File: src/include/rv_core_macros.svh
`ifndef RV_CORE_MACROS_SVH
`define RV_CORE_MACROS_SVH

`define XLEN          64
`define RESET_PC      64'h8000_0000
`define ALU_SEL_W     3

`define OP_LUI        7'b0110111
`define OP_AUIPC      7'b0010111
`define OP_JAL        7'b1101111
`define OP_JALR       7'b1100111
`define OP_BRANCH     7'b1100011
`define OP_LOAD       7'b0000011
`define OP_STORE      7'b0100011
`define OP_IMM        7'b0010011
`define OP_REG        7'b0110011
`define OP_SYSTEM     7'b1110011

`define F3_ADD        3'b000
`define F3_XOR        3'b100
`define F3_OR         3'b110
`define F3_AND        3'b111
`define F3_BEQ        3'b000
`define F3_BNE        3'b001
`define F3_LBU        3'b100
`define F3_LW         3'b010
`define F3_LD         3'b011
`define F3_SB         3'b000
`define F3_SW         3'b010
`define F3_SD         3'b011
`define F3_CSRRW      3'b001
`define F3_PRIV       3'b000
`define F7_ADD        7'b0000000
`define F7_SUB        7'b0100000
`define F12_ECALL     12'h000
`define F12_MRET      12'h302

`define CSR_MSTATUS   12'h300
`define CSR_MTVEC     12'h305
`define CSR_MEPC      12'h341
`define CSR_MCAUSE    12'h342

`define CAUSE_ECALL_M 11

`endif

File: src/logic/rv_core_pkg.sv
`include "rv_core_macros.svh"

package rv_core_pkg;

  typedef logic [`XLEN-1:0]      xlen_t;
  typedef logic [31:0]           inst_t;
  typedef logic [4:0]            reg_addr_t;
  typedef logic [11:0]           csr_addr_t;
  typedef logic [`ALU_SEL_W-1:0] alu_sel_t;
  typedef logic [2:0]            mem_kind_t;
  typedef logic [7:0]            byte_mask_t;

  // alu operation select
  localparam alu_sel_t ALU_ADD  = 3'd0;
  localparam alu_sel_t ALU_SUB  = 3'd1;
  localparam alu_sel_t ALU_AND  = 3'd2;
  localparam alu_sel_t ALU_OR   = 3'd3;
  localparam alu_sel_t ALU_XOR  = 3'd4;
  localparam alu_sel_t ALU_PASS = 3'd5; // result is op2

  // memory access width and signedness
  localparam mem_kind_t MEM_NONE = 3'd0;
  localparam mem_kind_t MEM_BU   = 3'd1; // byte, zero extended
  localparam mem_kind_t MEM_WS   = 3'd2; // word, sign extended
  localparam mem_kind_t MEM_D    = 3'd3; // double word

  // csr block operation
  localparam logic [1:0] CSR_OP_NONE  = 2'd0;
  localparam logic [1:0] CSR_OP_RW    = 2'd1;
  localparam logic [1:0] CSR_OP_ECALL = 2'd2;
  localparam logic [1:0] CSR_OP_MRET  = 2'd3;

endpackage

File: src/logic/rv_execute.sv
`timescale 1ns/1ps

module rv_execute import rv_core_pkg::*; (
  input  logic       rst_n,
  input  xlen_t      op1_i,
  input  xlen_t      op2_i,
  input  xlen_t      store_data_i,
  input  xlen_t      pc_i,
  input  xlen_t      csr_rdata_i,
  input  alu_sel_t   alu_sel_i,
  input  mem_kind_t  mem_kind_i,
  input  logic       load_i,
  input  logic       store_i,
  input  logic       reg_we_i,
  input  logic       link_i,
  input  logic       csr_wb_i,
  input  reg_addr_t  reg_waddr_i,
  input  xlen_t      ram_rdata_i,   // aligned double word
  output logic       ram_re_o,
  output logic       ram_we_o,
  output xlen_t      ram_raddr_o,
  output xlen_t      ram_waddr_o,
  output xlen_t      ram_wdata_o,
  output byte_mask_t wmask_o,
  output logic       reg_we_o,
  output reg_addr_t  reg_waddr_o,
  output xlen_t      reg_wdata_o
);

  xlen_t      alu_res;
  xlen_t      dword_addr;
  logic [5:0] lane_shift;
  byte_mask_t lane_mask;
  xlen_t      load_shifted;
  xlen_t      load_data;

  always_comb begin
    case (alu_sel_i)
      ALU_SUB:  alu_res = op1_i - op2_i;
      ALU_AND:  alu_res = op1_i & op2_i;
      ALU_OR:   alu_res = op1_i | op2_i;
      ALU_XOR:  alu_res = op1_i ^ op2_i;
      ALU_PASS: alu_res = op2_i;
      default:  alu_res = op1_i + op2_i; // add, also the address adder
    endcase
  end

  assign dword_addr = {alu_res[$bits(xlen_t)-1:3], 3'b000};
  assign lane_shift = {alu_res[2:0], 3'b000}; // byte offset in bits

  always_comb begin
    case (mem_kind_i)
      MEM_BU:  lane_mask = byte_mask_t'(8'h01) << alu_res[2:0];
      MEM_WS:  lane_mask = byte_mask_t'(8'h0f) << alu_res[2:0];
      MEM_D:   lane_mask = 8'hff;
      default: lane_mask = 8'h00;
    endcase
  end

  assign ram_re_o    = rst_n && load_i;
  assign ram_we_o    = rst_n && store_i;
  assign ram_raddr_o = dword_addr;
  assign ram_waddr_o = dword_addr;
  assign ram_wdata_o = store_data_i << lane_shift;
  assign wmask_o     = ram_we_o ? lane_mask : '0;

  assign load_shifted = ram_rdata_i >> lane_shift;

  always_comb begin
    case (mem_kind_i)
      MEM_BU:  load_data = {{($bits(xlen_t)-8){1'b0}}, load_shifted[7:0]};
      MEM_WS:  load_data = {{($bits(xlen_t)-32){load_shifted[31]}}, load_shifted[31:0]};
      MEM_D:   load_data = ram_rdata_i;
      default: load_data = '0;
    endcase
  end

  always_comb begin
    if (csr_wb_i) begin
      reg_wdata_o = csr_rdata_i;     // csrrw returns the old value
    end else if (link_i) begin
      reg_wdata_o = pc_i + xlen_t'(4);
    end else if (load_i) begin
      reg_wdata_o = load_data;
    end else begin
      reg_wdata_o = alu_res;
    end
  end

  assign reg_we_o    = rst_n && reg_we_i;
  assign reg_waddr_o = reg_waddr_i;

endmodule

File: config.mk
export PLATFORM = sky130hd
export DESIGN_NAME = rv_execute
export DESIGN_NICKNAME = d
export VERILOG_FILES = /design/src/logic/rv_core_pkg.sv /design/src/logic/rv_execute.sv
export VERILOG_INCLUDE_DIRS = /design/src /design/src/include
export SDC_FILE = /design/constraint.sdc
export NUM_CORES = 1
export LEC_CHECK = 0
export ABC_CLOCK_PERIOD_IN_PS = 20600
export BUFFER_PORTS_ARGS = -buffer_cell sky130_fd_sc_hd__buf_2
export CORE_AREA = 2 2 263 265
export DETAILED_ROUTE_END_ITERATION = 8
export DIE_AREA = 0 0 265 267
export PLACE_DENSITY = 0.43
export SLEW_MARGIN = 20
export SYNTH_ARGS = -nofsm -noshare
export SYNTH_HDL_FRONTEND = slang
export SYNTH_SLANG_ARGS = --single-unit
export TNS_END_PERCENT = 50
File: constraint.sdc
create_clock -name vclk -period 20.6
set_clock_uncertainty 0.2 [all_clocks]
set_input_delay 4.12 -clock vclk [all_inputs]
set_output_delay 4.12 -clock vclk [all_outputs]
set_load 0.005 [all_outputs]
## Word level (Yosys, flattened, before mapping)

Index checks and enable logic that the tools add are counted.

- Bits in registers: 0
- Input bits: 401
- Output and inout bits: 272
- Logic and storage cells: 28

- Add/subtract/negate cells: 3
- Equality and inequality tests: 8
- Shift-type cells: 4
- Mux-type cells: 7
- Bitwise operators: 3
- Reductions and logical operators: 3

Operator list:

| operator | number |
|---|---|
| $pmux 64 s5 | 1 |
| $mux 64 | 3 |
| $pmux 64 s3 | 1 |
| $add 64x3->64 const B | 1 |
| $add 64x64->64 | 1 |
| $and 64x64->64 | 1 |
| $or 64x64->64 | 1 |
| $shl 64x6->64 | 1 |
| $shr 64x6->32 | 1 |
| $sub 64x64->64 | 1 |
| $xor 64x64->64 | 1 |
| $pmux 8 s3 | 1 |
| $eq 3x2->1 const B | 4 |
| $mux 8 | 1 |
| $shl 1x3->8 const A | 1 |
| $shl 4x3->8 const A | 1 |
| $eq 3x1->1 const B | 2 |
| $eq 3x3->1 const B | 2 |
| $logic_and 1x1->1 | 3 |

## Logic depth before layout (Yosys ltp)

- Depth after elaboration: 7
- Gate-level depth with buffers: 23
- Mapped depth without buffers: 22

## Worst setup path before layout

Ideal clock, no wire load.

- Kind: input to output
- From: in op2_i[18]
- To: out reg_wdata_o[62]
- Arrival time: 8.696 ns
- Required time: 16.280 ns
- Path slack: 7.584 ns
- Stages: 19
- Buffers on the path: 1
- Cell sequence: or4_4 > or4_4 > nor3_1 > nand2b_1 > nor3_2 > nand2_1 > o41ai_1 > xnor2_1 > ha_1 > clkbuf_1 > nand4_1 > nor3_1 > nand2b_1 > a211oi_1 > o31ai_1 > a2111oi_1 > nor4_1 > or3b_1 > a31oi_1

- Longest elaborated chain between the ends: 5
- Elaborated cells on any way between the ends: 6
- Classes of those cells: add/sub: 2; mux: 4

RTL lines:

| item | line | text |
|---|---|---|
| start: declaration | rv_execute.sv:6 | `input xlen_t op2_i,` |
| $add 64x64->64 / $sub 64x64->64 (equally long branches) | rv_execute.sv:44, rv_execute.sv:39 |  |
| $pmux 64 s5 (*) | rv_execute.sv:38 | `case (alu_sel_i)` |
| $mux 64 (*) | rv_execute.sv:83 | `end else if (load_i) begin` |
| $mux 64 (*) | rv_execute.sv:81 | `end else if (link_i) begin` |
| $mux 64 (*) | rv_execute.sv:79 | `if (csr_wb_i) begin` |
| end: declaration | rv_execute.sv:27 | `output xlen_t reg_wdata_o` |

Every way passes the cells marked *; elsewhere a longest branch is shown, timed or not.

## Worst setup path after layout

- From: in op2_i[12]
- To: out reg_wdata_o[50]

The elaborated chain is that of the path after synthesis.

==> impl_metrics.py <==
metrics = {
    "run_status": {
        "status": "finished, final reports clean",
    },
    "route": {
        "wl_um": 107600,
        "drt-initial-drc-count": 1784,
        "drt-pass1-iter-count": 6,
        "wl_per_cell_um": 26.69,
        "via_count": 22280,
        "vias_per_cell": 5.526,
        "antenna_left": 0,
        "drc_errors": 0,
    },
    "clock_network": {
        "postCtsSetupBuffers": 0,
        "postCtsHoldBufs": 0,
        "cts-resized-gates": 0,
    },
    "run": {
        "max_cap_viol_count": 0,
    },
    "sta": {
        "layout_min_cycle_time_ns": 15.14,
        "max_freq_mhz": 66.05,
        "setup_violations": 0,
        "rsz0062_at_grt": "no",
        "finalMaxSlewViolations": 0,
        "period_share_pct": 73.50,
        "worstMarginPinSlew_ns": 1.167,
        "setup_tns_ns": 0,
        "finalHoldViolations": 0,
        "timing.slew.headroom_pct": 21.23,
    },
    "global_routing": {
        "antenna_found_initial": 31,
        "grt_pass1_wl_um": 149600,
        "grt_use_total_pct": 28.47,
        "grt_overflow": 0,
        "first_global_vias": 21000,
        "grt_max_degree": 76,
    },
    "floorplan": {
        "dieArea_um2": 70760,
        "start_util_pct": 24.68,
        "rows": 96,
        "die-width_um": 265,
        "die-height_um": 267,
        "coreArea_um2": 67990,
        "ioPinCount": 673,
    },
    "logic_synthesis": {
        "synth_top_family_by_area": "compound AO/OA/AOI/OAI gates",
        "synth_top_area_cell": "ha_1",
        "synth_xor_area_share_pct": 8.970,
        "syn_avg_cell_area_um2": 6.241,
        "synthCells": 2689,
        "syn-cell-area_um2": 16780,
        "synth_warnings": 0,
        "ys_seq_area_share_pct": 0,
        "synth_area_leaders": "ha_1 (14%), nand2_1 (8.9%), a21oi_1 (7.6%)",
        "synth.mux.area_fraction_pct": 7.158,
        "yosys.area_share.simple_pct": 25.41,
        "synth_compound_area_share_pct": 32.41,
        "synthAdderAreaFrac_pct": 14.51,
        "synth_top_area_share_pct": 14.39,
        "ys_types": 91,
    },
    "layout": {
        "drive_gt1_share_pct": 24.80,
        "fillers": 7851,
        "mostFrequentLayoutCells": "buf_2 (656), nand2_1 (397), a21oi_1 (254)",
        "final_nets": 3738,
        "finalInstanceArea_um2": 20390,
        "final_common_cell": "buf_2",
        "area_growth_syn_to_layout_pct": 21.48,
        "regArea_um2": 0,
        "clockBufferCount": 0,
        "seq_cell_count": 0,
    },
    "setup_path": {
        "cp.required_ns": 16.28,
        "worstPathMaxFanout": 7,
        "crit_path_end_kind": "output port",
        "max_stage_delay_ns": 0.89,
        "crit_chain": "buf_2 -> or4_1 -> or3_4 -> nor3_1 -> nand2b_1 -> nor3_2 -> nand2_1 -> o41ai_1 -> xnor2_1 -> ha_1 -> nand4_1 -> nor3_1 -> nand2b_1 -> a211oi_1 -> o31ai_1 -> and3_1 -> o31ai_1 -> a221oi_1 -> nor2_1 -> buf_2",
        "critPathKind": "in2out",
        "worst_setup_path_start_kind": "input pin",
        "crit_slowest_cell": "o31ai_1",
        "worstPathArrival_ns": 10.82,
    },
    "place": {
        "dp_hpwl_um": 88470,
        "gp_congestion": 0.9646,
        "dpl_cell_area_um2": 20360,
        "port_buffers": 657,
    },
    "hold_path": {
        "holdCritPathClass": "in2out",
        "hold_depth": 0,
    },
}
worst paths after layout:
| check | start | endpoint | slack [ns] |
|---|---|---|---|
| worst min-delay path | reg_waddr_i[0] | reg_waddr_o[0] | 8.04 |
| worst max-delay path | op2_i[12] | reg_wdata_o[50] | 5.46 |
logic make-up (layout without fill, tap and decap cells):
family	Yosys count	in the layout
other	1	15
AOI/OAI and AO/OA	842	842
and+or+nand+nor	932	932
xor gates and xnor gates	171	171
adders and majority gates	194	194
muxes	117	117
buffers and inverters	432	879
routing by layer:
metal / routed length [µm] / part of all wire, % / global-route usage [%] / vias up
li1: - / - / - / 10510
met3: 7102 / 6.6 / 4.917 / 151
met2: 51900 / 48 / 50.03 / 919
met4: 3816 / 3.5 / 8.780 / 22
met1: 44650 / 41 / 35.23 / 10680
met5: 138 / 0.13 / 0 / -
critical path: cells and delay by family:
family                   cells  cell delay (ns)
AND/OR/NAND/NOR             11             3.27
AO/OA/AOI/OAI                5             2.62
adder cells (fa/ha/maj)      1             0.45
buffers and inverters        2             0.24
XOR/XNOR                     1             0.11
cell type report:
type | instances | area [µm²] | share of cell area [%]
antenna | 9 | 22.52 | 0.1105
inverter | 172 | 645.6 | 3.167
timing repair buffer | 707 | 3670 | 18.00
multi-input combinational | 2262 | 14940 | 73.31
tap | 882 | 1104 | 5.413
synthesized netlist by cell type (21+ instances only):
cell,count
o221ai_1,28
clkbuf_1,137
ha_1,193
inv_1,171
a221oi_1,32
xor2_1,49
a211oi_1,24
xnor2_1,121
o22ai_1,55
nor3_1,34
a31oi_1,21
and3_1,36
o21ai_0,175
nand2_1,398
buf_4,74
nor2_1,209
o211ai_1,35
o31ai_1,30
a21oi_1,254
buf_1,31
nand4_1,54
mux2i_1,111
nand3_1,99
a21o_1,42
metrics by stage:
stage	hold WS (ns)	worst slack, ns	cells	utilization, %
detailed placement	8.040	5.738	4023	29.95
CTS	8.040	5.674	4023	29.95
floorplan	8.121	7.584	2694	-
finish	8.040	5.460	4032	29.99
global placement	8.040	5.724	4023	29.95
global route	8.040	5.260	4029	29.97
