--- config.mk ---
export PLATFORM = sky130hd
export DESIGN_NAME = rv_decode
export DESIGN_NICKNAME = d
export VERILOG_FILES = /design/src/logic/rv_core_pkg.sv /design/src/logic/rv_decode.sv
export VERILOG_INCLUDE_DIRS = /design/src /design/src/include
export SDC_FILE = /design/constraint.sdc
export NUM_CORES = 1
export LEC_CHECK = 0
export ABC_AREA = 0
export BUFFER_PORTS_ARGS = -buffer_cell sky130_fd_sc_hd__buf_2
export CAP_MARGIN = 20
export CORE_ASPECT_RATIO = 0.6
export CORE_MARGIN = 8
export CORE_UTILIZATION = 35
export DETAILED_ROUTE_END_ITERATION = 6
export SYNTH_ARGS = -nofsm -noshare
export SYNTH_HDL_FRONTEND = slang
export SYNTH_SLANG_ARGS = --single-unit
--- constraint.sdc ---
create_clock -name vclk -period 9.03
set_clock_uncertainty 0.05 [all_clocks]
set_input_delay 1.806 -clock vclk [all_inputs]
set_output_delay 1.806 -clock vclk [all_outputs]
set_load 0.01 [all_outputs]
--- src/include/rv_core_macros.svh ---
`ifndef RV_CORE_MACROS_SVH
`define RV_CORE_MACROS_SVH

`define XLEN          64
`define RESET_PC      64'h8000_0000
`define ALU_SEL_W     3

`define OP_LUI        7'b0110111
`define OP_AUIPC      7'b0010111
`define OP_JAL        7'b1101111
`define OP_JALR       7'b1100111
`define OP_BRANCH     7'b1100011
`define OP_LOAD       7'b0000011
`define OP_STORE      7'b0100011
`define OP_IMM        7'b0010011
`define OP_REG        7'b0110011
`define OP_SYSTEM     7'b1110011

`define F3_ADD        3'b000
`define F3_XOR        3'b100
`define F3_OR         3'b110
`define F3_AND        3'b111
`define F3_BEQ        3'b000
`define F3_BNE        3'b001
`define F3_LBU        3'b100
`define F3_LW         3'b010
`define F3_LD         3'b011
`define F3_SB         3'b000
`define F3_SW         3'b010
`define F3_SD         3'b011
`define F3_CSRRW      3'b001
`define F3_PRIV       3'b000
`define F7_ADD        7'b0000000
`define F7_SUB        7'b0100000
`define F12_ECALL     12'h000
`define F12_MRET      12'h302

`define CSR_MSTATUS   12'h300
`define CSR_MTVEC     12'h305
`define CSR_MEPC      12'h341
`define CSR_MCAUSE    12'h342

`define CAUSE_ECALL_M 11

`endif

--- src/logic/rv_core_pkg.sv ---
`include "rv_core_macros.svh"

package rv_core_pkg;

  typedef logic [`XLEN-1:0]      xlen_t;
  typedef logic [31:0]           inst_t;
  typedef logic [4:0]            reg_addr_t;
  typedef logic [11:0]           csr_addr_t;
  typedef logic [`ALU_SEL_W-1:0] alu_sel_t;
  typedef logic [2:0]            mem_kind_t;
  typedef logic [7:0]            byte_mask_t;

  // alu operation select
  localparam alu_sel_t ALU_ADD  = 3'd0;
  localparam alu_sel_t ALU_SUB  = 3'd1;
  localparam alu_sel_t ALU_AND  = 3'd2;
  localparam alu_sel_t ALU_OR   = 3'd3;
  localparam alu_sel_t ALU_XOR  = 3'd4;
  localparam alu_sel_t ALU_PASS = 3'd5; // result is op2

  // memory access width and signedness
  localparam mem_kind_t MEM_NONE = 3'd0;
  localparam mem_kind_t MEM_BU   = 3'd1; // byte, zero extended
  localparam mem_kind_t MEM_WS   = 3'd2; // word, sign extended
  localparam mem_kind_t MEM_D    = 3'd3; // double word

  // csr block operation
  localparam logic [1:0] CSR_OP_NONE  = 2'd0;
  localparam logic [1:0] CSR_OP_RW    = 2'd1;
  localparam logic [1:0] CSR_OP_ECALL = 2'd2;
  localparam logic [1:0] CSR_OP_MRET  = 2'd3;

endpackage

--- src/logic/rv_decode.sv ---
`timescale 1ns/1ps
`include "rv_core_macros.svh"

module rv_decode import rv_core_pkg::*; (
  input  xlen_t     pc_i,
  input  inst_t     inst_i,
  input  xlen_t     rdata1_i,
  input  xlen_t     rdata2_i,
  output reg_addr_t raddr1_o,
  output reg_addr_t raddr2_o,
  output reg_addr_t reg_waddr_o,
  output logic      reg_we_o,
  output xlen_t     op1_o,
  output xlen_t     op2_o,
  output xlen_t     store_data_o,
  output alu_sel_t  alu_sel_o,
  output mem_kind_t mem_kind_o,
  output logic      load_o,
  output logic      store_o,
  output logic      jump_valid_o,
  output xlen_t     jump_target_o,
  output logic      link_o,        // write pc+4 to rd
  output logic [1:0] csr_op_o,
  output csr_addr_t csr_addr_o
);

  logic [6:0] opcode;
  logic [2:0] funct3;
  logic [6:0] funct7;
  xlen_t      imm_i;
  xlen_t      imm_s;
  xlen_t      imm_b;
  xlen_t      imm_u;
  xlen_t      imm_j;
  logic       rs_equal;

  assign opcode = inst_i[6:0];
  assign funct3 = inst_i[14:12];
  assign funct7 = inst_i[31:25];

  assign imm_i = {{(`XLEN-12){inst_i[31]}}, inst_i[31:20]};
  assign imm_s = {{(`XLEN-12){inst_i[31]}}, inst_i[31:25], inst_i[11:7]};
  assign imm_b = {{(`XLEN-13){inst_i[31]}}, inst_i[31], inst_i[7], inst_i[30:25],
                  inst_i[11:8], 1'b0};
  assign imm_u = {{(`XLEN-32){inst_i[31]}}, inst_i[31:12], 12'b0};
  assign imm_j = {{(`XLEN-21){inst_i[31]}}, inst_i[31], inst_i[19:12], inst_i[20],
                  inst_i[30:21], 1'b0};

  assign raddr1_o    = inst_i[19:15];
  assign raddr2_o    = inst_i[24:20];
  assign reg_waddr_o = inst_i[11:7];
  assign csr_addr_o  = inst_i[31:20];
  assign rs_equal    = (rdata1_i == rdata2_i); // beq/bne compare

  always_comb begin
    reg_we_o      = 1'b0;        // unknown encodings fall through as no-op
    op1_o         = rdata1_i;
    op2_o         = rdata2_i;
    store_data_o  = rdata2_i;
    alu_sel_o     = ALU_ADD;
    mem_kind_o    = MEM_NONE;
    load_o        = 1'b0;
    store_o       = 1'b0;
    jump_valid_o  = 1'b0;
    jump_target_o = pc_i + imm_b;
    link_o        = 1'b0;
    csr_op_o      = CSR_OP_NONE;
    case (opcode)
      `OP_LUI: begin
        reg_we_o  = 1'b1;
        op2_o     = imm_u;
        alu_sel_o = ALU_PASS;
      end
      `OP_AUIPC: begin
        reg_we_o = 1'b1;
        op1_o    = pc_i;
        op2_o    = imm_u;
      end
      `OP_JAL: begin
        reg_we_o      = 1'b1;
        link_o        = 1'b1;
        jump_valid_o  = 1'b1;
        jump_target_o = pc_i + imm_j;
      end
      `OP_JALR: begin
        reg_we_o      = 1'b1;
        link_o        = 1'b1;
        jump_valid_o  = 1'b1;
        jump_target_o = (rdata1_i + imm_i) & ~xlen_t'(1); // clear bit 0
      end
      `OP_BRANCH: begin
        if (funct3 == `F3_BEQ) begin
          jump_valid_o = rs_equal;
        end else if (funct3 == `F3_BNE) begin
          jump_valid_o = !rs_equal;
        end
      end
      `OP_LOAD: begin
        op2_o = imm_i;
        case (funct3)
          `F3_LBU: mem_kind_o = MEM_BU;
          `F3_LW:  mem_kind_o = MEM_WS;
          `F3_LD:  mem_kind_o = MEM_D;
          default: mem_kind_o = MEM_NONE;
        endcase
        load_o   = (mem_kind_o != MEM_NONE);
        reg_we_o = load_o;
      end
      `OP_STORE: begin
        op2_o = imm_s;
        case (funct3)
          `F3_SB:  mem_kind_o = MEM_BU;
          `F3_SW:  mem_kind_o = MEM_WS;
          `F3_SD:  mem_kind_o = MEM_D;
          default: mem_kind_o = MEM_NONE;
        endcase
        store_o = (mem_kind_o != MEM_NONE);
      end
      `OP_IMM: begin
        op2_o    = imm_i;
        reg_we_o = (funct3 == `F3_ADD); // addi only
      end
      `OP_REG: begin
        if (funct7 == `F7_ADD || funct7 == `F7_SUB) begin
          reg_we_o = 1'b1;
          case (funct3)
            `F3_ADD: alu_sel_o = (funct7 == `F7_SUB) ? ALU_SUB : ALU_ADD;
            `F3_XOR: alu_sel_o = ALU_XOR;
            `F3_OR:  alu_sel_o = ALU_OR;
            `F3_AND: alu_sel_o = ALU_AND;
            default: reg_we_o  = 1'b0;
          endcase
        end
      end
      `OP_SYSTEM: begin
        if (funct3 == `F3_CSRRW) begin
          reg_we_o = 1'b1;  // old csr value goes to rd
          csr_op_o = CSR_OP_RW;
        end else if (funct3 == `F3_PRIV && inst_i[31:20] == `F12_ECALL) begin
          csr_op_o = CSR_OP_ECALL;
        end else if (funct3 == `F3_PRIV && inst_i[31:20] == `F12_MRET) begin
          csr_op_o = CSR_OP_MRET;
        end
      end
      default: ;
    endcase
  end

endmodule

== Yosys cells after proc, flatten, opt, wreduce, memory -nomap -nowiden ==
Index checks and enable logic that the tools add are counted.

* Register bits: 0
* Bits in latches: 0
* RAM bits: 0
* Memory bits (read-only): 0
* Input port bits: 224
* Memories: 0

* Add/subtract/negate cells: 3
* $mul: 0
* Div/mod/pow operators: 0
* $lt $le $gt $ge: 0
* Eq/ne operators: 19
* Shift-type cells: 0
* Mux-type cells: 26
* Bitwise operators: 0
* Reduce and logical (&&, ||, !) cells: 14

{| class="wikitable"
|+ Operators by type and width
! operator !! number
|-
| $add A64 B64 Y64 || 3
|-
| $pmux W64 S3 || 1
|-
| $pmux W64 S2 || 1
|-
| $eq A64 B64 Y1 || 1
|-
| $mux W64 || 1
|-
| $eq A7 B6 Y1 const B || 4
|-
| $eq A7 B7 Y1 const B || 4
|-
| $eq A7 B5 Y1 const B || 2
|-
| $eq A12 B10 Y1 const B || 1
|-
| $logic_not A12 Y1 || 1
|-
| $pmux W2 S3 || 2
|-
| $pmux W3 S2 || 2
|-
| $pmux W3 S4 || 1
|-
| $eq A3 B3 Y1 const B || 3
|-
| $mux W1 || 9
|-
| $mux W3 || 3
|-
| $mux W2 || 4
|-
| $reduce_or A4 Y1 || 2
|-
| $eq A7 B2 Y1 const B || 1
|-
| $logic_not A7 Y1 || 1
|-
| $eq A3 B2 Y1 const B || 2
|-
| $reduce_bool A3 Y1 || 2
|-
| $reduce_or A2 Y1 || 3
|-
| $pmux W1 S5 || 1
|-
| 6 further kinds || 7
|}

== Depth between registers and ports, before layout ==
* Depth after elaboration: 6
* Depth in mapped cells: 19
* Depth with buffers taken out: 17

== Least setup slack after synthesis ==
No wires, ideal clock.

* Path kind: input port to output port
* Start: input inst_i[5]
* End: output jump_target_o[58]
* Arrival: 5.753 ns
* Required time: 7.174 ns
* Setup slack: 1.421 ns
* Stages on the path: 18
* Buffers on the path: 3
* Path through: clkbuf_1 > nand2_1 > nor3_1 > nand2_1 > and2_1 > clkbuf_1 > a21o_1 > ha_1 > clkbuf_1 > o2111ai_1 > o21ai_1 > a21oi_1 > o31a_2 > o31ai_4 > a31oi_2 > a21boi_2 > mux2i_1 > and3_1

* Cells in the longest elaborated chain, start to end: 2
* Elaborated cells between the ends (all ways): 3
* Classes of those cells: eq/ne (2); mux (1)

{| class="wikitable"
|+ Ends and longest elaborated chain
! item !! line !! text
|-
| start: declaration || rv_decode.sv:6 || <nowiki>input inst_t inst_i,</nowiki>
|-
| $eq A7 B7 Y1 || rv_decode.sv:68 || <nowiki>case (opcode)</nowiki>
|-
| $pmux W64 S2 (*) || rv_decode.sv:68 ||
|-
| end: declaration || rv_decode.sv:21 || <nowiki>output xlen_t jump_target_o,</nowiki>
|}

Every way passes the cells marked *; elsewhere a longest branch is shown, timed or not.

== Worst setup path in the final report ==
* Start: input inst_i[1]
* End: output jump_target_o[61]

The elaborated chain is that of the path after synthesis.

==> qor.txt <==
status -> finished, final reports clean
Synth area leader -> ha_1
Mapped Area -> 11500 um^2
setup_tns -> 0 ps
synth cell count leaders -> nand2_1 (177), a21oi_1 (173), ha_1 (124)
post-synth top area share -> 0.135
drt first pass iters -> 6
WL per Instance -> 27.1 um
Ys Warns -> 0
WP buf/inv -> 2
clock buffers -> 0
gpl congestion -> 1.02
register area -> 0 um^2
vias -> 15000
Post CTS Setup Buffer Count -> 0
hold-fix buffer count after cts -> 0
post-DR vias/cell -> 6.06
Detailed Route WL -> 67000 um
Setup Crit Path Kind -> input pin to output port
max cap viols -> 0
Nets -> 2403
Syn Inst Count -> 1705
# rows -> 51
RSZ-0062 raised after global routing -> false
HPWL Detailed -> 58000 um
vias in the first global route -> 14200
Synthesized Nets -> 2055
layout cells sized above 1 -> 0.312
FF+latch count -> 0
Die Area -> 39200 um^2
Mean Syn Cell Area -> 6.76 um^2
DRC viols -> 0
most frequent CP cell -> nor3_1
fmax -> 0.115 GHz
Worst path max stage delay -> 640 ps
Crit path required time -> 7170 ps
largest net degree at the start of global routing -> 59
Final Slew Violations -> 0
Tot GR Track Use -> 0.317
initial antenna violation count -> 1
Initial Utilization -> 0.356
Worst Hold Class -> input pin to output port
Critical Path, Cell by Cell -> buf_2 -> nand3_1 -> nor3_1 -> nand2_1 -> nand2_1 -> o21ai_0 -> ha_1 -> fa_1 -> a211oi_1 -> nor4_1 -> nor2_1 -> a21oi_1 -> o31a_1 -> nor3_1 -> nor3_1 -> o22ai_1 -> xor2_1 -> o211ai_1 -> buf_2
Seq/Total Area, Yosys -> 0
grt total ovfl -> 0
relative slew slack -> 0.323
Post-CTS Resized -> 0
DRT iter0 DRCs -> 1572
slowest CP cell -> nor3_1
Synth cell types -> 77
I/O pin count -> 520
final hold vios -> 0
Critical Path Source Type -> input pin
Die Wd -> 250 um
Die Height -> 157 um
Worst Path Max Fanout -> 7
top-count cell post-synth -> nand2_1
Crit. End Element -> output port
global-route wire length before repair -> 95600 um
share of the clock period used by the worst path -> 0.959
setup violators final -> 0
fill cell count -> 3516
min Tclk post-route -> 8660 ps
synth top area cells -> ha_1 (13%), xor2_1 (8.1%), a21oi_1 (7.5%)
Least-Margin Pin Slew -> 1010 ps
total core area -> 32400 um^2
IO buf count -> 519
P&R area growth vs syn -> 19.3%
CP Data Arrival Time -> 6810 ps
crit-path leading delay family -> simple AND/OR/NAND/NOR gates
antenna-violating nets left -> 0
-- per-stage QoR --
| stage | instances | instance area [um^2] | hold slack (ps) | setup WS (ps) | util |
|---|---|---|---|---|---|
| global placement | 2474 | 13800 | 3800 | 697 | 0.424 |
| CTS | 2474 | 13800 | 3800 | 526 | 0.424 |
| finish | 2477 | 13800 | 3790 | 368 | 0.425 |
| global route | 2475 | 13800 | 3810 | 81.0 | 0.424 |
| detailed placement | 2474 | 13800 | 3800 | 540 | 0.424 |
| floorplan | 1705 | 11500 | 3640 | 1420 | - |
-- area by class of cell --
| cell class | count | area [um^2] | share of cell area |
|---|---|---|---|
| Tap cell | 424 | 531 | 0.0385 |
| Inverter | 33 | 124 | 0.00900 |
| Antenna cell | 2 | 5.00 | 0.000364 |
| Timing Repair Buffer | 539 | 2750 | 0.200 |
| Multi-Input combinational cell | 1479 | 10400 | 0.752 |
-- routing by layer --
metal,part of all wire,GRT usage,vias to the layer above
li1,-,-,6951
met2,0.41,0.467,816
met4,0.032,0.0895,0
met1,0.46,0.447,7146
met5,0,0,-
met3,0.10,0.0825,86
-- cells by family (layout without fill, tap and decap cells) --
group | count (synthesis) | in the layout | synth area share
AO/OA/AOI/OAI | 590 | 590 | 0.340
other | 1 | 3 | 0.000325
AND/OR/NAND/NOR | 513 | 513 | 0.213
buffers and inverters | 226 | 572 | 0.106
XOR/XNOR | 177 | 177 | 0.134
adder cells (fa/ha/maj) | 126 | 126 | 0.138
multiplexers | 72 | 72 | 0.0694
-- layout by cell type, fill, tap and decap left out, types with 6 or more instances in the layout --
master / netlist / layout
buf_2: 15 / 518
nand2_1: 177 / 177
a21oi_1: 173 / 173
ha_1: 124 / 124
nor2_1: 112 / 110
o21ai_0: 109 / 109
xor2_1: 107 / 107
a21o_1: 96 / 96
xnor2_1: 70 / 70
mux2_2: 64 / 64
nand4_1: 46 / 46
nor3_1: 39 / 39
inv_1: 33 / 33
o21bai_1: 29 / 29
nor4_1: 27 / 27
nand3_1: 25 / 25
a221o_1: 22 / 22
o21a_1: 21 / 21
buf_4: 94 / 21
o21ai_1: 16 / 16
a31oi_1: 15 / 15
a211oi_1: 14 / 14
or3_1: 13 / 13
nor2b_1: 14 / 13
nand2b_1: 13 / 12
and2_1: 11 / 11
and3_1: 10 / 10
o31ai_1: 9 / 9
mux2i_1: 8 / 8
o211ai_1: 8 / 8
a2111oi_0: 7 / 7
a21boi_0: 6 / 6
-- path summary, 6_finish.rpt --
kind	startpoint	to	slack (ps)	cells after the start
max	inst_i[1]	jump_target_o[61]	370	19
min	rdata2_i[44]	store_data_o[44]	3790	2
