**src/include/rv_core_macros.svh**
```systemverilog
`ifndef RV_CORE_MACROS_SVH
`define RV_CORE_MACROS_SVH

`define XLEN          64
`define RESET_PC      64'h8000_0000
`define ALU_SEL_W     3

`define OP_LUI        7'b0110111
`define OP_AUIPC      7'b0010111
`define OP_JAL        7'b1101111
`define OP_JALR       7'b1100111
`define OP_BRANCH     7'b1100011
`define OP_LOAD       7'b0000011
`define OP_STORE      7'b0100011
`define OP_IMM        7'b0010011
`define OP_REG        7'b0110011
`define OP_SYSTEM     7'b1110011

`define F3_ADD        3'b000
`define F3_XOR        3'b100
`define F3_OR         3'b110
`define F3_AND        3'b111
`define F3_BEQ        3'b000
`define F3_BNE        3'b001
`define F3_LBU        3'b100
`define F3_LW         3'b010
`define F3_LD         3'b011
`define F3_SB         3'b000
`define F3_SW         3'b010
`define F3_SD         3'b011
`define F3_CSRRW      3'b001
`define F3_PRIV       3'b000
`define F7_ADD        7'b0000000
`define F7_SUB        7'b0100000
`define F12_ECALL     12'h000
`define F12_MRET      12'h302

`define CSR_MSTATUS   12'h300
`define CSR_MTVEC     12'h305
`define CSR_MEPC      12'h341
`define CSR_MCAUSE    12'h342

`define CAUSE_ECALL_M 11

`endif

```
**src/logic/rv_core_pkg.sv**
```systemverilog
`include "rv_core_macros.svh"

package rv_core_pkg;

  typedef logic [`XLEN-1:0]      xlen_t;
  typedef logic [31:0]           inst_t;
  typedef logic [4:0]            reg_addr_t;
  typedef logic [11:0]           csr_addr_t;
  typedef logic [`ALU_SEL_W-1:0] alu_sel_t;
  typedef logic [2:0]            mem_kind_t;
  typedef logic [7:0]            byte_mask_t;

  // alu operation select
  localparam alu_sel_t ALU_ADD  = 3'd0;
  localparam alu_sel_t ALU_SUB  = 3'd1;
  localparam alu_sel_t ALU_AND  = 3'd2;
  localparam alu_sel_t ALU_OR   = 3'd3;
  localparam alu_sel_t ALU_XOR  = 3'd4;
  localparam alu_sel_t ALU_PASS = 3'd5; // result is op2

  // memory access width and signedness
  localparam mem_kind_t MEM_NONE = 3'd0;
  localparam mem_kind_t MEM_BU   = 3'd1; // byte, zero extended
  localparam mem_kind_t MEM_WS   = 3'd2; // word, sign extended
  localparam mem_kind_t MEM_D    = 3'd3; // double word

  // csr block operation
  localparam logic [1:0] CSR_OP_NONE  = 2'd0;
  localparam logic [1:0] CSR_OP_RW    = 2'd1;
  localparam logic [1:0] CSR_OP_ECALL = 2'd2;
  localparam logic [1:0] CSR_OP_MRET  = 2'd3;

endpackage

```
**src/logic/rv_csr_file.sv**
```systemverilog
`timescale 1ns/1ps
`include "rv_core_macros.svh"

module rv_csr_file import rv_core_pkg::*; (
  input  logic       clk,
  input  logic       rst_n,
  input  xlen_t      pc_i,
  input  xlen_t      rs1_data_i,
  input  logic [1:0] csr_op_i,
  input  csr_addr_t  csr_addr_i,
  output xlen_t      csr_rdata_o,
  output logic       redirect_valid_o,
  output xlen_t      redirect_pc_o
);

  localparam int    MIE_BIT       = 3;
  localparam int    MPIE_BIT      = 7;
  localparam xlen_t MSTATUS_RESET = xlen_t'(64'h1800); // mpp = machine

  xlen_t mtvec_q;
  xlen_t mepc_q;
  xlen_t mcause_q;
  xlen_t mstatus_q;
  logic  ecall;
  logic  mret;

  assign ecall = (csr_op_i == CSR_OP_ECALL);
  assign mret  = (csr_op_i == CSR_OP_MRET);

  always_comb begin
    case (csr_addr_i)
      `CSR_MTVEC:   csr_rdata_o = mtvec_q;
      `CSR_MEPC:    csr_rdata_o = mepc_q;
      `CSR_MCAUSE:  csr_rdata_o = mcause_q;
      `CSR_MSTATUS: csr_rdata_o = mstatus_q;
      default:      csr_rdata_o = '0; // unimplemented csr
    endcase
  end

  always_ff @(posedge clk) begin
    if (!rst_n) begin
      mtvec_q   <= '0;
      mepc_q    <= '0;
      mcause_q  <= '0;
      mstatus_q <= MSTATUS_RESET;
    end else if (ecall) begin
      mepc_q                <= pc_i;
      mcause_q              <= xlen_t'(`CAUSE_ECALL_M);
      mstatus_q[MPIE_BIT]   <= mstatus_q[MIE_BIT];
      mstatus_q[MIE_BIT]    <= 1'b0;
      mstatus_q[12:11]      <= 2'b11;
    end else if (mret) begin
      mstatus_q[MIE_BIT]  <= mstatus_q[MPIE_BIT];
      mstatus_q[MPIE_BIT] <= 1'b1;
    end else if (csr_op_i == CSR_OP_RW) begin
      case (csr_addr_i)
        `CSR_MTVEC:   mtvec_q   <= {rs1_data_i[`XLEN-1:2], 2'b00}; // direct mode only
        `CSR_MEPC:    mepc_q    <= {rs1_data_i[`XLEN-1:2], 2'b00};
        `CSR_MCAUSE:  mcause_q  <= rs1_data_i;
        `CSR_MSTATUS: mstatus_q <= rs1_data_i;
        default: ;
      endcase
    end
  end

  assign redirect_valid_o = ecall || mret;
  assign redirect_pc_o    = ecall ? mtvec_q : mepc_q;

  // trap vector and return address keep the fetch word aligned
  a_redirect_aligned: assert property (
    @(posedge clk) disable iff (!rst_n) redirect_valid_o |-> redirect_pc_o[1:0] == 2'b00
  );

endmodule

```
**config.mk**
```make
export PLATFORM = sky130hd
export DESIGN_NAME = rv_csr_file
export DESIGN_NICKNAME = d
export VERILOG_FILES = /design/src/logic/rv_core_pkg.sv /design/src/logic/rv_csr_file.sv
export VERILOG_INCLUDE_DIRS = /design/src /design/src/include
export SDC_FILE = /design/constraint.sdc
export NUM_CORES = 1
export LEC_CHECK = 0
export CORE_AREA = 2 2 114 198
export DETAILED_ROUTE_END_ITERATION = 8
export DIE_AREA = 0 0 116 200
export DONT_BUFFER_PORTS = 1
export PLACE_DENSITY_LB_ADDON = 0.25
export SLEW_MARGIN = 40
export SYNTH_ARGS = -nofsm -noshare
export SYNTH_HDL_FRONTEND = slang
export SYNTH_SLANG_ARGS = --single-unit
```
**constraint.sdc**
```tcl
create_clock -name clk -period 2 [get_ports clk]
set_clock_uncertainty 0.15 [all_clocks]
set_input_delay 0.1 -clock clk [delete_from_list [all_inputs] [get_ports clk]]
set_output_delay 0.1 -clock clk [all_outputs]
set_load 0.01 [all_outputs]
```
Yosys cells after proc, flatten, opt, wreduce, memory -nomap -nowiden
Index checks and enable logic that the tools add are counted.

Bits in registers: 254. Bits in latches: 0. RAM bits: 0. ROM bits: 0. Input bits: 144. Output and inout port bits: 129. Word-level logic and storage cells: 51. Memories kept: 0.

Add/subtract/negate cells: 0. Multiply operators: 0. Div/mod/pow operators: 0. Magnitude comparators: 0. Equal/unequal tests: 8. Shift operators: 0. Muxes and demuxes: 15. Bitwise operators: 3. Reduce and logical (&&, ||, !) cells: 17.

Operators by type and width (number): 64-bit 2-to-1 mux (5); 64-bit case mux with 4 select lines (1); 12-bit by 10-bit == test with 1-bit output, second input constant (4); 4-bit 2-to-1 mux (4); 8-bit 2-to-1 mux (2); 3-bit AND reduction (4); 2-bit nonzero test (5); 4-bit AND reduction (2); 3-bit nonzero test (2); 2-bit == test, second input constant (2); 2-bit AND reduction (2); 1-bit 2-to-1 mux (3); 1-bit NOT (3); 2-bit by 1-bit == test with 1-bit output, second input constant (1); 2-bit inequality test, second input constant (1); 2-bit OR reduction (1); 1-bit logical OR (1).

Longest topological paths before layout
Gate-level depths: netlist of run 1.

Depth after elaboration: 5. Mapped depth: 8. Gate-level depth less buffers: 6.

Least setup slack after synthesis of run 1
Ideal clock, no wire load.

Path kind: input to output. From: input port csr_op_i[0]. To: output port redirect_pc_o[25]. Arrival time: 1.785 ns. Data required time: 1.750 ns. Setup slack: -0.035 ns. Cell stages on the path: 6. Path buffers: 3. Path through: inv_1 > ha_1 > clkbuf_1 > clkbuf_1 > buf_1 > mux2_2.

Longest elaborated chain between the ends: 2.

Ends and longest elaborated chain: start: declaration (RTL line rv_csr_file.sv:9) `input logic [1:0] csr_op_i,`; 2-bit == test (RTL line rv_csr_file.sv:27) `assign ecall = (csr_op_i == CSR_OP_ECALL);`; 64-bit 2-to-1 mux (RTL line rv_csr_file.sv:67) `assign redirect_pc_o = ecall ? mtvec_q : mepc_q;`; end: declaration (RTL line rv_csr_file.sv:13) `output xlen_t redirect_pc_o`.

No other way between the ends.

Worst setup path in the final report of run 1
From: input port csr_addr_i[10]. To: output port csr_rdata_o[18].

Longest elaborated chain between the ends: 2. Elaborated cells between the ends (all ways): 5. Those cells by class: eq/ne: 4; mux: 1.

Ends and longest elaborated chain: start: declaration (RTL line rv_csr_file.sv:10) `input csr_addr_t csr_addr_i,`; 12-bit by 10-bit == test with 1-bit output (RTL line rv_csr_file.sv:31) `case (csr_addr_i)`; 64-bit case mux with 4 select lines * (RTL line rv_csr_file.sv:31); end: declaration (RTL line rv_csr_file.sv:11) `output xlen_t csr_rdata_o,`.

Every way passes the cells marked *; elsewhere a longest branch is shown, timed or not.

==> results.toml, run 1 <==
[sta]
fin_crit_sh_pct = 102
worst_pin_slew_ps = 605
rsz0062_at_grt = "true"
finalSetupViolCount = 19
slew_violations = 0
worst_slack_ps = -48.7
relSlewSlack_pct = 59.7
finalSetupTns_ps = -293
max_freq_mhz = 488
timing.hold.ws_ps = 110
hold_violations = 0
period_needed_ps = 2050

[floorplan]
die-area_um2 = 23200
core_area_um2 = 21500
die_h_um = 200
die_x_um = 116
initial_utilization_pct = 57.1
io_pins = 273
std_cell_rows = 71

[yosys]
ys_ff_latch = 254
ys.flop_type = "dfxtp_1"
synth_edf_count = 0
synth_cells = 1451
yosysWarnings = 0
yosys.area.top_type = "dfxtp_1"
ys_seq_area_share_pct = 41.4
syn-cell-area_um2 = 12300
yosys.cell_types.count = 41
synth.area.top_cells = "dfxtp_1, nand2_1, a22oi_1"
syn-num-nets = 1600
yosysTopAreaCellShare_pct = 41.4
syn_area_per_cell_um2 = 8.46
async_flop_share_pct = 0

[status]
failed_checks = "negative setup slack"
status = "complete, but fails checks"

[global_routing]
grt_antenna_before_repair = 2
grt_start_max_net_pins = 82
grt_overflow = 0
track_usage_pct = 41.5
grt_pass1_wl_um = 75500
grt_pass1_vias = 14300

[route]
ant_nets = 0
drtIter0Drc = 1778
drcViolationCount = 0
via_per_inst = 6.76
wl_um = 52600
drtPass1Iterations = 9
vias = 14000
wl_per_cell_um = 25.4

[job]
drv_cap = 0

[worst_hold_path]
whs_path_depth = 2
hold_class = "in2reg"
min_from = "rst_n"
worstHoldEndpoint = "mepc_q[2]"

[critical_path]
r2r_end = "mtvec_q[13]"
crit_type = "in2out"
worst-path-max-fanout = 7
reg2reg_depth = 3
end_kind = "primary output"
cp-start-kind = "primary input"
r2r_start = "mtvec_q[13]"
r2r_slack_ps = 450
worstPathRequired_ps = 1750
arrival_ps = 1800

[cells_and_area]
final_net_count = 1909
final_cell_mix = "nand2_1, dlygate4sd3_1, dfxtp_1"
area_delta_synth_final_pct = 42.9
final_common_cell = "nand2_1"
final_core_util_pct = 81.7
fillers = 1195
register_area_um2 = 5080
drive_gt1_share_pct = 16.3
multi_input_area_um2 = 6850

[cts]
cts_buffers = 24
clkSlewWorstSetupHoldPaths_ps = 70
cts_root_buffer = "clkbuf_16"
cts_tree = "built"
clk_path_buf_depth = 3
clock_sinks = 254
clock_latency_ps = 520
cts_max_level = 1

[place]
place_congestion = 0.903
hpwlAfterDp_um = 24400
place_ws_ps = -235
port-buffer-count = 0

[power]
pwr_density_cell_nw_per_um2 = 643
p_leak_nw = 7.21
peakVddDrop_mv = 0.957
-- critical path, cell delays in order --
cell	delay, ps
or4bb_4	540
buf_6	150
nor3_4	220
buf_6	190
clkbuf_16	180
a22oi_1	90
o21ai_1	150
buf_4	170
-- repair_timing --
item | in CTS | in global routing
cloned | 0 | 7
pin swaps | 0 | 15
setup buffers | 0 | 8
resized for setup | 30 | 85
endpoints found under the setup margin | 54 | 86
endpoints found under the hold margin | 254 | 0
hold buffers | 292 | 0
-- cells by family after synthesis --
group                    Yosys count  synth area share (%)
AND/OR/NAND/NOR                  476                  16.2
AO/OA/AOI/OAI                    449                  26.3
flip-flops                       254                  41.4
buffers and inverters            142                  4.77
multiplexers                     125                  10.8
adder cells (fa/ha/maj)            5                 0.509
-- cell usage after synthesis, types with 21 or more instances --
| cell type | n |
|---|---|
| a22oi_1 | 125 |
| o21ai_0 | 63 |
| a21oi_1 | 63 |
| mux2i_1 | 63 |
| clkbuf_1 | 99 |
| dfxtp_1 | 254 |
| mux2_2 | 62 |
| nand2_1 | 377 |
| buf_2 | 21 |
| nand3_1 | 67 |
| o211a_1 | 62 |
| a21boi_0 | 123 |
-- flip-flops by register name, summed over array words and instances, names as in the netlist --
signal	flops
mcause_q	64
mepc_q	64
mstatus_q	64
mtvec_q	62
-- per-layer routing --
layer / part of all wire [%] / routed length, um / track usage (%)
met1: 32 / 17100 / 43.0
met2: 49 / 25500 / 70.4
met3: 11 / 5730 / 11.1
met4: 8.1 / 4250 / 31.9
met5: 0.025 / 13 / 0
-- stage by stage --
step,power [W],instance area [um^2],cells
5_1_grt,0.0115,17600,2070
4_1_cts,0.0111,17100,2055
2_1_floorplan,0.00583,12300,1451
3_3_place_gp,0.00599,13300,1720
3_5_place_dp,0.00600,13300,1720
6_report,0.0113,17600,2071
-- report_power, final --
| group | leakage [nW] | total [W] | internal (W) | switching, W |
|---|---|---|---|---|
| clock network | 0.409 | 0.00494 | 0.00286 | 0.00208 |
| logic | 4.75 | 0.00116 | 0.000536 | 0.000622 |
| registers | 2.05 | 0.00520 | 0.00513 | 0.0000678 |
| total | 7.21 | 0.0113 | 0.00853 | 0.00277 |
-- layout make-up --
| cell class | instances | area share, % |
|---|---|---|
| Inverter | 4 | 0.0855 |
| Sequential cell | 254 | 29.0 |
| Clock buffer | 36 | 4.08 |
| Multi-Input combinational cell | 1055 | 39.0 |
| Tap cell | 292 | 2.08 |
| Timing Repair Buffer | 421 | 25.1 |
| Clock inverter | 7 | 0.627 |
| Antenna cell | 2 | 0.0285 |
-- worst max-delay path by stage --
stage | start | endpoint | slack (ps) | depth (start not counted)
5_1_grt | csr_addr_i[10] | csr_rdata_o[15] | -210 | 8
3_5_place_dp | csr_addr_i[3] | csr_rdata_o[63] | -240 | 5
6_report | csr_addr_i[10] | csr_rdata_o[18] | -50 | 8
2_1_floorplan | csr_addr_i[3] | csr_rdata_o[10] | -20 | 6
3_3_place_gp | csr_addr_i[3] | csr_rdata_o[63] | -230 | 5
4_1_cts | csr_addr_i[11] | csr_rdata_o[4] | 20 | 8
Power figures use the tool's default switching activity.
==> inputs of run 2 (changes only) <==
--- a/config.mk
+++ b/config.mk
@@ -11,6 +11,7 @@
 export DIE_AREA = 0 0 116 200
 export DONT_BUFFER_PORTS = 1
 export PLACE_DENSITY_LB_ADDON = 0.25
+export RECOVER_POWER = 50
 export SLEW_MARGIN = 40
 export SYNTH_ARGS = -nofsm -noshare
 export SYNTH_HDL_FRONTEND = slang
==> run 2 against run 1 <==
The run still ends with negative setup slack left. Setup slack worse by 33 ps. Clock power about the same. Combinational power about the same. Largest power group unchanged.
==> results.toml, run 2 (synthesized netlist as in run 1, its figures left out) <==
[critical_path]
arrival_ps = 2400
crit_start = "csr_op_i[0]"
crit_type = "in2reg"
end_kind = "flop"
slowest_delay_ps = 590
crit_family = "buffers and inverters"
worst-path-max-fanout = 15
r2r_start = "mtvec_q[13]"
cp-start-kind = "primary input"
cp.buffers_inverters = 4
worstPathCellList = "inv_1 -> ha_4 -> nor4b_1 -> clkbuf_1 -> and4_4 -> buf_12 -> nand2_1 -> a21boi_0 -> dlygate4sd3_1"
worstPathRequired_ps = 2320
cpMaxStageDelayCell = "dlygate4sd3_1"

[worst_hold_path]
hold_class = "in2reg"
min_from = "csr_addr_i[2]"

[route]
drcViolationCount = 0
vias = 14000
ant_nets = 0
via_per_inst = 6.74
wl_um = 52700
drtPass1Iterations = 7
wl_per_cell_um = 25.5
drtIter0Drc = 1703

[cells_and_area]
final_cell_mix = "nand2_1, dlygate4sd3_1, dfxtp_1"
top_regs = "mcause_q (64), mepc_q (64), mstatus_q (64)"
final_common_cell = "nand2_1"
area_delta_synth_final_pct = 42.8
final_core_util_pct = 81.6
final_net_count = 1909
drive_gt1_share_pct = 16.1

[cts]
clock_latency_ps = 530
clkSlewWorstSetupHoldPaths_ps = 60
cts_buffers = 24
cts_tree = "built"
clock_sinks = 254
clk_path_buf_depth = 3
cts_root_buffer = "clkbuf_16"
cts_max_level = 1

[power]
peakVddDrop_mv = 0.961
p_switching_w = 0.00275
p_int_w = 0.00853
p_seq_share_pct = 46.1
p_leak_nw = 7.21
pwr_density_cell_nw_per_um2 = 643
p_sw_share_pct = 24.4
combPwrFrac_pct = 10.2
clockPowerShare_pct = 43.7

[sta]
rsz0062_at_grt = "true"
slew_violations = 0
timing.hold.ws_ps = 112
finalSetupViolCount = 20
worst_slack_ps = -81.4
hold_violations = 0
max_freq_mhz = 480
period_needed_ps = 2080
fin_crit_sh_pct = 104
finalSetupTns_ps = -440
relSlewSlack_pct = 50.6
worst_pin_slew_ps = 741

[global_routing]
track_usage_pct = 41.5
grt_pass1_vias = 14300
grt_pass1_wl_um = 75500
grt_start_max_net_pins = 82
grt_antenna_before_repair = 2
grt_overflow = 0

[floorplan]
std_cell_rows = 71
die_h_um = 200
die_x_um = 116
initial_utilization_pct = 57.1
die-area_um2 = 23200
core_area_um2 = 21500
io_pins = 273

[place]
hpwlAfterDp_um = 24400
port-buffer-count = 0
place_congestion = 0.903

[status]
status = "complete, but fails checks"
failed_checks = "negative setup slack"

[job]
drv_cap = 0
-- run 2: cell count changes in the layout (fill, tap and decap cells not counted), sizes merged --
cell    previous run  this run
diode              2         1
buf              125       123
clkbuf            43        45
-- run 2: worst paths after layout --
check,slack [ps],to,depth (start not counted)
worst max-delay path,-80,mtvec_q[32],9
worst min register to register,300,mcause_q[11],2
worst min-delay path,110,mepc_q[7],5
worst max register to register,440,mtvec_q[13],3
-- run 2: final cells by class --
cell class / count / area, um^2
multi-input combinational: 1055 / 6840
sequential: 254 / 5080
clock buffer: 36 / 717
tap: 292 / 365
inverter: 4 / 15.0
antenna: 1 / 2.50
timing repair buffer: 421 / 4410
fill: 1201 / 3960
clock inverter: 7 / 110
-- run 2: stage by stage --
stage               cell area [um^2]  power, W  worst slack (ps)  cells
floorplan                      12300   0.00583             -21.9   1451
global placement               13300   0.00599              -226   1720
detailed placement             13300   0.00600              -235   1720
CTS                            17100    0.0111              15.2   2055
global route                   17500    0.0115              -214   2070
finish                         17500    0.0113             -81.4   2070
-- run 2: worst reg2reg max path: stages, from the launching register on --
cell and delay (ps):
dfxtp_1 490, nand2_1 100, a21boi_0 180, dlygate4sd3_1 580
-- run 2: timing repair --
action / in CTS / in global routing
setup buffers: 0 / 8
endpoints found under the setup margin: 54 / 86
gates resized for setup: 30 / 85
hold endpoints to repair: 254 / 0
pin swaps: 0 / 15
cloned: 0 / 7
hold buffers: 292 / 0
-- run 2: power groups by stage --
stage	sequential [W]	clock, W	combinational, W
final	0.00520	0.00493	0.00116
after global routing	0.00521	0.00508	0.00118
after CTS	0.00519	0.00486	0.00106
after detailed placement	0.00530	0	0.000700
after global placement	0.00530	0	0.000691
after floorplan	0.00529	0	0.000541
-- run 2: per-layer routing --
metal / up-vias / wire length (um) / track usage (%)
met5: - / 13 / 0
met4: 2 / 4420 / 31.9
met1: 6555 / 16900 / 43.0
met2: 1214 / 25500 / 70.4
li1: 5793 / - / -
met3: 390 / 5950 / 11.1
